==> src/nx_pkg.sv <==
/*
 * Shared sizes, instruction layout and enums for one evaluation node.
 * Sizes are fixed here and the modules carry no parameters.
 * Source selects address both the input vector and the working registers,
 * so NX_INPUTS and NX_REGISTERS must both equal 2**NX_SRC_W.
 */
package nx_pkg;

    // Node sizes
    localparam int NX_INPUTS     = 8;  // Input vector width
    localparam int NX_OUTPUTS    = 8;  // Output vector width
    localparam int NX_REGISTERS  = 8;  // Working registers
    localparam int NX_MAX_INSTRS = 64; // Store depth
    localparam int NX_ADDR_W     = 6;  // Instruction address
    localparam int NX_OUT_IDX_W  = 3;  // Output slot index
    localparam int NX_SRC_W      = 3;  // Source or target select
    localparam int NX_OP_W       = 3;  // Opcode
    localparam int NX_INSTR_W    = 15; // Whole instruction

    // Field positions, MSB first
    localparam int NX_OP_LSB      = 12; // [14:12] opcode
    localparam int NX_SRC_A_LSB   = 9;  // [11:9]  source A select
    localparam int NX_SRC_A_IP    = 8;  // Source A taken from inputs
    localparam int NX_SRC_B_LSB   = 5;  // [7:5]   source B select
    localparam int NX_SRC_B_IP    = 4;  // Source B taken from inputs
    localparam int NX_TGT_LSB     = 1;  // [3:1]   target register
    localparam int NX_GEN_OUT     = 0;  // Write next output slot

    // Gate operations
    typedef enum logic [NX_OP_W-1:0] {
          OP_INVERT // !A
        , OP_AND    //   A & B
        , OP_NAND   // !(A & B)
        , OP_OR     //   A | B
        , OP_NOR    // !(A | B)
        , OP_XOR    //   A ^ B
        , OP_XNOR   // !(A ^ B)
        , OP_UNUSED // Always 0
    } nx_op_e;

    // Fetch and execute stage state
    typedef enum logic {
          PH_IDLE
        , PH_ACTIVE
    } nx_phase_e;

endpackage : nx_pkg

==> src/nx_fetch_if.sv <==
/*
 * Fetch path between core and instruction store.
 * A read with instr_stall low is accepted and its word shows up one cycle
 * later. During a stall the store repeats its last word.
 */
`timescale 1ns/1ps

interface nx_fetch_if;

    logic [nx_pkg::NX_ADDR_W-1:0]  instr_addr;  // Fetch address
    logic                          instr_rd;    // Read strobe
    logic [nx_pkg::NX_INSTR_W-1:0] instr_data;  // Word read last cycle
    logic                          instr_stall; // Port busy with host write

    // Core side issues reads
    modport core (
          output instr_addr
        , output instr_rd
        , input  instr_data
        , input  instr_stall
    );

    // Store side answers them
    modport store (
          input  instr_addr
        , input  instr_rd
        , output instr_data
        , output instr_stall
    );

endinterface : nx_fetch_if

==> src/nx_instr_store.sv <==
/*
 * Single-port instruction memory, loaded by the host while the node runs.
 * A host write owns the port for its cycle and stalls fetch.
 * Read latency is one cycle. Memory contents have no reset.
 */
`timescale 1ns/1ps

module nx_instr_store (
      input  logic                          clk_i
    , input  logic                          rst_n_i
    // Host load port
    , input  logic                          load_en_i   // Write strobe
    , input  logic [nx_pkg::NX_ADDR_W-1:0]  load_addr_i // Write address
    , input  logic [nx_pkg::NX_INSTR_W-1:0] load_data_i // Instruction word
    // Fetch from core
    , nx_fetch_if.store                     fetch
);

    // Storage
    logic [nx_pkg::NX_INSTR_W-1:0] mem_q [nx_pkg::NX_MAX_INSTRS];

    // Single shared port
    logic [nx_pkg::NX_ADDR_W-1:0]  port_addr;
    logic                          port_rd;
    logic [nx_pkg::NX_INSTR_W-1:0] rd_data_q;

    // Host write wins the port
    assign port_addr = load_en_i ? load_addr_i : fetch.instr_addr;
    assign port_rd   = fetch.instr_rd && !load_en_i; // Read refused on write

    // Tell the core its read was not taken
    assign fetch.instr_stall = load_en_i;
    assign fetch.instr_data  = rd_data_q;

    // Write side
    always_ff @(posedge clk_i) begin : p_write
        if (load_en_i) begin
            mem_q[port_addr] <= load_data_i;
        end
    end

    // Registered read, held when no read is accepted
    always_ff @(posedge clk_i) begin : p_read
        if (!rst_n_i) begin
            rd_data_q <= '0;
        end else if (port_rd) begin
            rd_data_q <= mem_q[port_addr]; // Valid next cycle
        end
    end

endmodule : nx_instr_store

==> src/nx_node_core.sv <==
/*
 * Two stage gate evaluator. Fetch steps pc from 0 to populated_i and execute
 * runs one cycle behind it. A trigger aborts any run, even during a stall,
 * and clears the working registers and the output slot index.
 * Output slots not written in a run keep their earlier values.
 */
`timescale 1ns/1ps

module nx_node_core (
      input  logic                          clk_i
    , input  logic                          rst_n_i
    // Simulated logic I/O
    , input  logic [nx_pkg::NX_INPUTS-1:0]  inputs_i    // Copy held for the run
    , output logic [nx_pkg::NX_OUTPUTS-1:0] outputs_o   // Output slots
    // Run control
    , input  logic [nx_pkg::NX_ADDR_W-1:0]  populated_i // Program length
    , input  logic                          trigger_i   // Start or restart
    , output logic                          idle_o      // No run in progress
    // Instruction fetch
    , nx_fetch_if.core                      fetch
);

    // Stage state
    nx_pkg::nx_phase_e fetch_state_q, fetch_state_d;
    nx_pkg::nx_phase_e exec_state_q, exec_state_d;

    logic [nx_pkg::NX_ADDR_W-1:0]    pc_q, pc_d;
    logic [nx_pkg::NX_REGISTERS-1:0] working_q, working_d;
    logic [nx_pkg::NX_OUTPUTS-1:0]   outputs_q, outputs_d;
    logic [nx_pkg::NX_OUT_IDX_W-1:0] out_idx_q, out_idx_d;

    logic fetch_rd; // Read issued this cycle

    // Reads stop once every populated word has been asked for
    assign fetch_rd = (fetch_state_q == nx_pkg::PH_ACTIVE) && (pc_q < populated_i);

    assign fetch.instr_addr = pc_q;
    assign fetch.instr_rd   = fetch_rd;
    assign outputs_o        = outputs_q;
    assign idle_o           = (fetch_state_q == nx_pkg::PH_IDLE)
                           && (exec_state_q == nx_pkg::PH_IDLE);

    // Fetch stage
    always_comb begin : p_fetch
        fetch_state_d = fetch_state_q;
        pc_d          = pc_q;

        if (trigger_i) begin // Restart from 0, stall or not
            fetch_state_d = nx_pkg::PH_ACTIVE;
            pc_d          = '0;
        end else if (fetch_state_q == nx_pkg::PH_ACTIVE && !fetch.instr_stall) begin
            if (fetch_rd) begin
                pc_d = pc_q + 1'b1; // Read accepted
            end else begin
                fetch_state_d = nx_pkg::PH_IDLE; // All words issued
            end
        end
    end

    // Execute stage
    always_comb begin : p_execute
        nx_pkg::nx_op_e                opcode;
        logic [nx_pkg::NX_SRC_W-1:0]   src_a;
        logic [nx_pkg::NX_SRC_W-1:0]   src_b;
        logic [nx_pkg::NX_SRC_W-1:0]   tgt_reg;
        logic                          ip_a;
        logic                          ip_b;
        logic                          gen_out;
        logic                          val_a;
        logic                          val_b;
        logic                          result;

        exec_state_d = exec_state_q;
        working_d    = working_q;
        outputs_d    = outputs_q;
        out_idx_d    = out_idx_q;

        // Field decode
        opcode  = nx_pkg::nx_op_e'(fetch.instr_data[nx_pkg::NX_OP_LSB +: nx_pkg::NX_OP_W]);
        src_a   = fetch.instr_data[nx_pkg::NX_SRC_A_LSB +: nx_pkg::NX_SRC_W];
        ip_a    = fetch.instr_data[nx_pkg::NX_SRC_A_IP];
        src_b   = fetch.instr_data[nx_pkg::NX_SRC_B_LSB +: nx_pkg::NX_SRC_W];
        ip_b    = fetch.instr_data[nx_pkg::NX_SRC_B_IP];
        tgt_reg = fetch.instr_data[nx_pkg::NX_TGT_LSB +: nx_pkg::NX_SRC_W];
        gen_out = fetch.instr_data[nx_pkg::NX_GEN_OUT];

        // Operand pickup
        val_a = ip_a ? inputs_i[src_a] : working_q[src_a];
        val_b = ip_b ? inputs_i[src_b] : working_q[src_b];

        case (opcode)
            nx_pkg::OP_INVERT: result = !val_a;
            nx_pkg::OP_AND:    result = val_a & val_b;
            nx_pkg::OP_NAND:   result = !(val_a & val_b);
            nx_pkg::OP_OR:     result = val_a | val_b;
            nx_pkg::OP_NOR:    result = !(val_a | val_b);
            nx_pkg::OP_XOR:    result = val_a ^ val_b;
            nx_pkg::OP_XNOR:   result = !(val_a ^ val_b);
            default:           result = 1'b0; // OP_UNUSED
        endcase

        if (trigger_i) begin
            // Abort and start the new run from a clean state
            exec_state_d = nx_pkg::PH_IDLE;
            working_d    = '0;
            out_idx_d    = '0;
        end else if (!fetch.instr_stall) begin
            if (exec_state_q == nx_pkg::PH_ACTIVE) begin
                working_d[tgt_reg] = result;
                if (gen_out) begin
                    outputs_d[out_idx_q] = result;
                    out_idx_d            = out_idx_q + 1'b1; // Next slot
                end
            end
            // Word arrives next cycle only if a read went out now
            exec_state_d = fetch_rd ? nx_pkg::PH_ACTIVE : nx_pkg::PH_IDLE;
        end
    end

    always_ff @(posedge clk_i) begin : p_state
        if (!rst_n_i) begin
            fetch_state_q <= nx_pkg::PH_IDLE;
            exec_state_q  <= nx_pkg::PH_IDLE;
            pc_q          <= '0;
            working_q     <= '0;
            outputs_q     <= '0;
            out_idx_q     <= '0;
        end else begin
            fetch_state_q <= fetch_state_d;
            exec_state_q  <= exec_state_d;
            pc_q          <= pc_d;
            working_q     <= working_d;
            outputs_q     <= outputs_d;
            out_idx_q     <= out_idx_d;
        end
    end

endmodule : nx_node_core

==> src/nx_node_ctrl.sv <==
/*
 * Run trigger for the node. An input change or a run_i pulse gives one
 * trigger cycle later, together with a frozen copy of the inputs.
 * A run request that lands while a trigger is still waiting on an idle
 * core with unchanged inputs is folded into that trigger.
 */
`timescale 1ns/1ps

module nx_node_ctrl (
      input  logic                         clk_i
    , input  logic                         rst_n_i
    , input  logic [nx_pkg::NX_INPUTS-1:0] inputs_i      // Live inputs
    , input  logic                         run_i         // Host run request
    , input  logic                         core_idle_i   // Core not running
    , output logic                         trigger_o     // One cycle start pulse
    , output logic [nx_pkg::NX_INPUTS-1:0] held_inputs_o // Inputs for the run
);

    logic [nx_pkg::NX_INPUTS-1:0] sample_q; // Previous sample
    logic [nx_pkg::NX_INPUTS-1:0] held_q;
    logic                         trigger_q;

    logic changed;   // Inputs moved since last edge
    logic redundant; // Pending trigger already covers it
    logic request;

    assign changed = (inputs_i != sample_q);

    // Core has not left idle yet for the trigger in flight
    assign redundant = trigger_q && core_idle_i && !changed;
    assign request   = (changed || run_i) && !redundant;

    assign trigger_o     = trigger_q;
    assign held_inputs_o = held_q;

    always_ff @(posedge clk_i) begin : p_detect
        if (!rst_n_i) begin
            sample_q  <= '0;
            trigger_q <= 1'b0;
        end else begin
            sample_q  <= inputs_i;
            trigger_q <= request; // Single pulse per request
        end
    end

    // Frozen until the next trigger
    always_ff @(posedge clk_i) begin : p_hold
        if (request) begin
            held_q <= inputs_i;
        end
    end

endmodule : nx_node_ctrl

==> src/nx_node.sv <==
/*
 * Single evaluation node. Program words are loaded through load_* at any
 * time, and a write stalls fetch for its cycle.
 * End of run is the rising edge of idle_o.
 */
`timescale 1ns/1ps

module nx_node (
      input  logic                          clk_i
    , input  logic                          rst_n_i
    // Simulated logic I/O
    , input  logic [nx_pkg::NX_INPUTS-1:0]  inputs_i
    , output logic [nx_pkg::NX_OUTPUTS-1:0] outputs_o
    // Run control
    , input  logic                          run_i       // Host run strobe
    , input  logic [nx_pkg::NX_ADDR_W-1:0]  populated_i // Program length
    , output logic                          idle_o
    // Program load
    , input  logic                          load_en_i
    , input  logic [nx_pkg::NX_ADDR_W-1:0]  load_addr_i
    , input  logic [nx_pkg::NX_INSTR_W-1:0] load_data_i
);

    logic                         trigger;
    logic [nx_pkg::NX_INPUTS-1:0] held_inputs; // Inputs frozen per run

    nx_fetch_if i_fetch ();

    nx_node_ctrl i_ctrl (
          .clk_i         (clk_i)
        , .rst_n_i       (rst_n_i)
        , .inputs_i      (inputs_i)
        , .run_i         (run_i)
        , .core_idle_i   (idle_o)
        , .trigger_o     (trigger)
        , .held_inputs_o (held_inputs)
    );

    nx_instr_store i_store (
          .clk_i       (clk_i)
        , .rst_n_i     (rst_n_i)
        , .load_en_i   (load_en_i)
        , .load_addr_i (load_addr_i)
        , .load_data_i (load_data_i)
        , .fetch       (i_fetch.store)
    );

    nx_node_core i_core (
          .clk_i       (clk_i)
        , .rst_n_i     (rst_n_i)
        , .inputs_i    (held_inputs) // Never the live inputs
        , .outputs_o   (outputs_o)
        , .populated_i (populated_i)
        , .trigger_i   (trigger)
        , .idle_o      (idle_o)
        , .fetch       (i_fetch.core)
    );

endmodule : nx_node

==> config.mk <==
export PLATFORM = sky130hd
export DESIGN_NAME = nx_node
export DESIGN_NICKNAME = d
export VERILOG_FILES = /design/src/nx_pkg.sv /design/src/nx_fetch_if.sv /design/src/nx_instr_store.sv /design/src/nx_node_core.sv /design/src/nx_node_ctrl.sv /design/src/nx_node.sv
export SDC_FILE = /design/constraint.sdc
export NUM_CORES = 1
export LEC_CHECK = 0
export ABC_AREA = 1
export BUFFER_PORTS_ARGS = -buffer_cell sky130_fd_sc_hd__buf_4
export CORE_UTILIZATION = 35
export DETAILED_ROUTE_END_ITERATION = 8
export SLEW_MARGIN = 40
export SYNTH_ARGS = -nofsm -noshare
export SYNTH_HDL_FRONTEND = slang
export SYNTH_SLANG_ARGS = --single-unit
==> constraint.sdc <==
create_clock -name clk_i -period 4.47 [get_ports clk_i]
set_input_delay 0.447 -clock clk_i [delete_from_list [all_inputs] [get_ports clk_i]]
set_output_delay 0.447 -clock clk_i [all_outputs]
set_load 0.05 [all_outputs]
==> impl_results.html <==
<table>
<tr><th>Metric</th><th>Value</th></tr>
<tr><th colspan="2">Finish</th></tr>
<tr><td>Number of inserted filler cells in the final layout</td><td>11700</td></tr>
<tr><td>Final cell count without fillers</td><td>6081</td></tr>
<tr><td>Number of nets in the layout</td><td>4406</td></tr>
<tr><td>Final core occ</td><td>40.3%</td></tr>
<tr><td>Area added between synthesis and finish</td><td>13.7%</td></tr>
<tr><td>Fraction of layout cells with a size suffix above 1</td><td>7.74%</td></tr>
<tr><th colspan="2">Placement</th></tr>
<tr><td>Final HPWL DP</td><td>68000 um</td></tr>
<tr><td>Number of buffers inserted by port buffering</td><td>47</td></tr>
<tr><td>Dpl ws</td><td>0.846 ns</td></tr>
<tr><td>Final estimated routing congestion in global placement</td><td>0.932</td></tr>
<tr><td>Placed Instances</td><td>5880</td></tr>
<tr><th colspan="2">Critical path</th></tr>
<tr><td>Worst setup path endpoint</td><td>i_store.fetch.instr_data[13]$_SDFFE_PN0P_</td></tr>
<tr><td>WS Path Type</td><td>flip-flop to flip-flop</td></tr>
<tr><td>WP data arrival</td><td>3.80 ns</td></tr>
<tr><td>Flop2flop setup slack</td><td>1.26 ns</td></tr>
<tr><td>Startpoint type of the worst setup path</td><td>flip-flop</td></tr>
<tr><td>Worst Setup End Kind</td><td>flip-flop</td></tr>
<tr><td>Crit path from</td><td>i_core.fetch.instr_addr[0]$_SDFFE_PP0P_</td></tr>
<tr><td>Launch instance of the worst register-to-register path</td><td>i_core.fetch.instr_addr[0]$_SDFFE_PP0P_</td></tr>
<tr><td>Register-to-Register Path Depth</td><td>12</td></tr>
<tr><td>Endpoint of the lowest-slack register-to-register path</td><td>i_store.fetch.instr_data[13]$_SDFFE_PN0P_</td></tr>
<tr><td>Critical path required time</td><td>5.06 ns</td></tr>
<tr><td>Maximum net fanout on the critical path</td><td>87</td></tr>
<tr><th colspan="2">Logic synthesis</th></tr>
<tr><td>Cell area after synthesis</td><td>44100 um2</td></tr>
<tr><td>Fraction of registers with async set or reset after synthesis</td><td>0%</td></tr>
<tr><td>Sequential-to-total area share from yosys stat</td><td>68.2%</td></tr>
<tr><td>Synth top area share</td><td>65.9%</td></tr>
<tr><td>Count of synthesis-stage warnings from yosys</td><td>0</td></tr>
<tr><td>Top post-synthesis cells by area</td><td>edfxtp_1, nand2_1, inv_1</td></tr>
<tr><td>Library cells used by synthesis</td><td>39</td></tr>
<tr><td>Synth area leader</td><td>edfxtp_1</td></tr>
<tr><td>Count of flip-flops with a built-in enable after synthesis</td><td>968</td></tr>
<tr><td>Dominant synthesized flop cell</td><td>edfxtp_1</td></tr>
<tr><td>Mean instance size in the synthesized netlist</td><td>10.3 um2</td></tr>
<tr><td>Synthesized Nets</td><td>4317</td></tr>
<tr><td>Flip-flop and latch count after synthesis</td><td>1019</td></tr>
<tr><td>Post-synthesis cell count</td><td>4269</td></tr>
<tr><th colspan="2">STA</th></tr>
<tr><td>Crit share post-route</td><td>71.9%</td></tr>
<tr><td>Final Setup Violations</td><td>0</td></tr>
<tr><td>F_max</td><td>311 MHz</td></tr>
<tr><td>Max transition margin</td><td>43.4%</td></tr>
<tr><td>Clock skew</td><td>0.0206 ns</td></tr>
<tr><td>Setup slack after layout</td><td>1.26 ns</td></tr>
<tr><td>Number of slew-limit violations in the final report</td><td>0</td></tr>
<tr><td>Transition time of the tightest slew-check pin</td><td>0.849 ns</td></tr>
<tr><td>Sum of negative setup slack</td><td>0 ns</td></tr>
<tr><td>Unrepaired setup endpoints after global routing</td><td>false</td></tr>
<tr><td>Final hold vios</td><td>0</td></tr>
<tr><td>Crit path time final</td><td>3.21 ns</td></tr>
<tr><th colspan="2">Hold path</th></tr>
<tr><td>Type of the tightest min-delay check</td><td>input pin to flip-flop</td></tr>
<tr><th colspan="2">Global route</th></tr>
<tr><td>Via count of the first global-routing pass</td><td>26900</td></tr>
<tr><td>Wire length of the first global-routing pass</td><td>171000 um</td></tr>
<tr><td>Number of antenna violations at the first check in global routing</td><td>5</td></tr>
<tr><td>Global-route total usage across every layer</td><td>17.9%</td></tr>
<tr><td>Overall overflow remaining after global route</td><td>0</td></tr>
<tr><td>Pin count of the biggest net entering global routing</td><td>88</td></tr>
<tr><th colspan="2">Die</th></tr>
<tr><td>Area inside the core boundary</td><td>124000 um2</td></tr>
<tr><td>Total Die Area</td><td>128000 um2</td></tr>
<tr><td>Number of standard-cell rows in the floorplan</td><td>129</td></tr>
<tr><td>Height of the die</td><td>357 um</td></tr>
<tr><td>Initial cell density of the core</td><td>35.5%</td></tr>
<tr><td>X dimension of the die</td><td>357 um</td></tr>
<tr><td>Number of placed I/O pins</td><td>48</td></tr>
<tr><th colspan="2">Power</th></tr>
<tr><td>Power density over cell area</td><td>414 nW/um2</td></tr>
<tr><td>Power consumption</td><td>20.8 mW</td></tr>
<tr><td>Maximum VDD drop</td><td>373 uV</td></tr>
<tr><td>Leak Pwr</td><td>20.8 nW</td></tr>
<tr><th colspan="2">Drt</th></tr>
<tr><td>Total number of vias</td><td>28900</td></tr>
<tr><td>Via-to-Cell Ratio</td><td>4.76</td></tr>
<tr><td>Routed wire length per instance</td><td>18.8 um</td></tr>
<tr><td>DRC violation total after the first TritonRoute iteration</td><td>2790</td></tr>
<tr><td>Post-detailed-route DRC marker count</td><td>0</td></tr>
<tr><td>Number of routed nets with antenna violations</td><td>0</td></tr>
<tr><td>First-pass iteration count of the detailed router</td><td>7</td></tr>
<tr><td>Total Wirelength</td><td>115000 um</td></tr>
<tr><th colspan="2">Clock tree</th></tr>
<tr><td>Root buffer cell</td><td>clkbuf_16</td></tr>
<tr><td>Clock transition at the registers of the reported paths</td><td>0.06 ns</td></tr>
<tr><td>Num CTS Buffers</td><td>104</td></tr>
<tr><td>Worst skew pair latency</td><td>0.69 ns</td></tr>
<tr><td>Bufs on Longest Clock Path</td><td>3</td></tr>
<tr><td>Post-CTS setup buffer count</td><td>0</td></tr>
<tr><td>TritonCTS clock tree</td><td>built</td></tr>
<tr><td>Htree depth</td><td>3</td></tr>
<tr><td>Clk sink count</td><td>1019</td></tr>
<tr><th colspan="2">Run status</th></tr>
<tr><td>Status</td><td>complete, no violations</td></tr>
<tr><th colspan="2">Flow run</th></tr>
<tr><td>Max-cap viol count</td><td>0</td></tr>
</table>
kinds of logic after synthesis:
logic type               share of synthesized area, %
adder cells (fa/ha/maj)                         0.255
AO/OA/AOI/OAI                                    4.65
flip-flops                                       68.2
XOR/XNOR                                        0.119
AND/OR/NAND/NOR                                  17.0
buffers and inverters                            9.79
critical path, cell delays in order, from the launching register on:
cell and delay (ns):
dfxtp_1 0.39, nand2_1 0.16, nand2_8 0.54, buf_12 0.32, nand2_1 0.08, nand3_1 0.09, nand2_1 0.13, o21ai_0 0.56
nand2_1 0.25, nor2_1 0.30, nand3_1 0.14, nand2_1 0.08, inv_1 0.04
registers in the layout, indices dropped and copies added, names as in the netlist:
register / flops
i_core.fetch_state_q: 1
i_core.out_idx_q: 3
i_core.outputs_o: 8
i_core.fetch.instr_addr: 6
i_ctrl.held_inputs_o: 8
i_store.mem_q: 960
i_store.fetch.instr_data: 15
i_ctrl.sample_q: 8
i_core.exec_state_q: 1
i_core.working_q: 8
i_ctrl.trigger_o: 1
what timing repair did:
item,CTS,global route
hold buffers,8,0
hold endpoints to repair,16,0
resized for setup,0,0
synth_stat cells (2+ instances only):
master	count
nand2_2	9
o21ai_4	2
nor3_1	11
or2_2	2
nor2_1	255
o211ai_1	151
edfxtp_1	968
buf_2	125
inv_2	7
o21ai_0	28
nand2_1	1179
xnor2_1	3
buf_4	22
o21ai_1	99
nor2_4	6
dfxtp_1	51
ha_1	9
nand4_1	18
xor2_1	3
clkbuf_1	26
nand3_1	348
a21oi_1	40
inv_1	881
nor3_4	3
buf_1	4
buf_6	6
metrics by stage:
stage                     area [um2]  hold slack, ns
after floorplan                44100           0.449
after global placement         46600           0.473
after detailed placement       46700           0.480
after CTS                      50200          0.0171
after global routing           50200          0.0671
final                          50200          0.0523
where the power goes:
part | leakage, nW | total (mW) | internal, mW | switching [mW]
clock | 1.68 | 8.76 | 5.10 | 3.66
combinational | 10.0 | 1.47 | 0.357 | 1.11
sequential | 9.14 | 10.5 | 10.5 | 0.0314
final cells by class:
cell class              count  area [um2]  share of cell area [%]
diodes                      1        2.50                 0.00499
repair buffers            166        1530                    3.05
clock buffers             132        2750                    5.48
flip-flops and latches   1019       30100                    59.9
multi-input cells        2176        9770                    19.5
clock inverters            59         654                    1.30
well taps                1637        2050                    4.08
inverters                 891        3350                    6.68
layer usage:
metal | up-vias | share of wire, % | global-route usage (%)
met2 | 936 | 45 | 27.7
met5 | - | 0.034 | 0
met1 | 13800 | 45 | 25.4
li1 | 14000 | - | -
met4 | 6 | 3.1 | 6.11
met3 | 178 | 7.8 | 3.26
worst min path at each step:
stage,from,end,depth (start not counted)
after detailed placement,i_core.out_idx_q[0]$_SDFFE_PP0P_,i_core.out_idx_q[0]$_SDFFE_PP0P_,2
after global placement,i_core.out_idx_q[0]$_SDFFE_PP0P_,i_core.out_idx_q[0]$_SDFFE_PP0P_,2
after floorplan,i_core.exec_state_q$_SDFFE_PP0N_,i_core.exec_state_q$_SDFFE_PP0N_,2
final,run_i,i_ctrl.trigger_o$_SDFF_PN0_,3
after global routing,run_i,i_ctrl.trigger_o$_SDFF_PN0_,3
after CTS,run_i,i_ctrl.trigger_o$_SDFF_PN0_,3
cell usage in the layout, fill, tap and decap left out, types with 9 or more instances in the layout:
cell       count
clkbuf_16    105
bufinv_16     13
buf_4        130
a21oi_1       39
nand3_1      348
o211ai_1     151
buf_6         10
clkbuf_1      25
clkinv_2      22
o21ai_1       99
edfxtp_1     968
nor2_1       255
dfxtp_1       51
nand2_1     1179
ha_1           9
nand4_1       18
inv_1        881
nor3_1        10
buf_12        18
o21ai_0       28
clkinv_1      18
No activity file was read; power rests on OpenSTA's default activity.
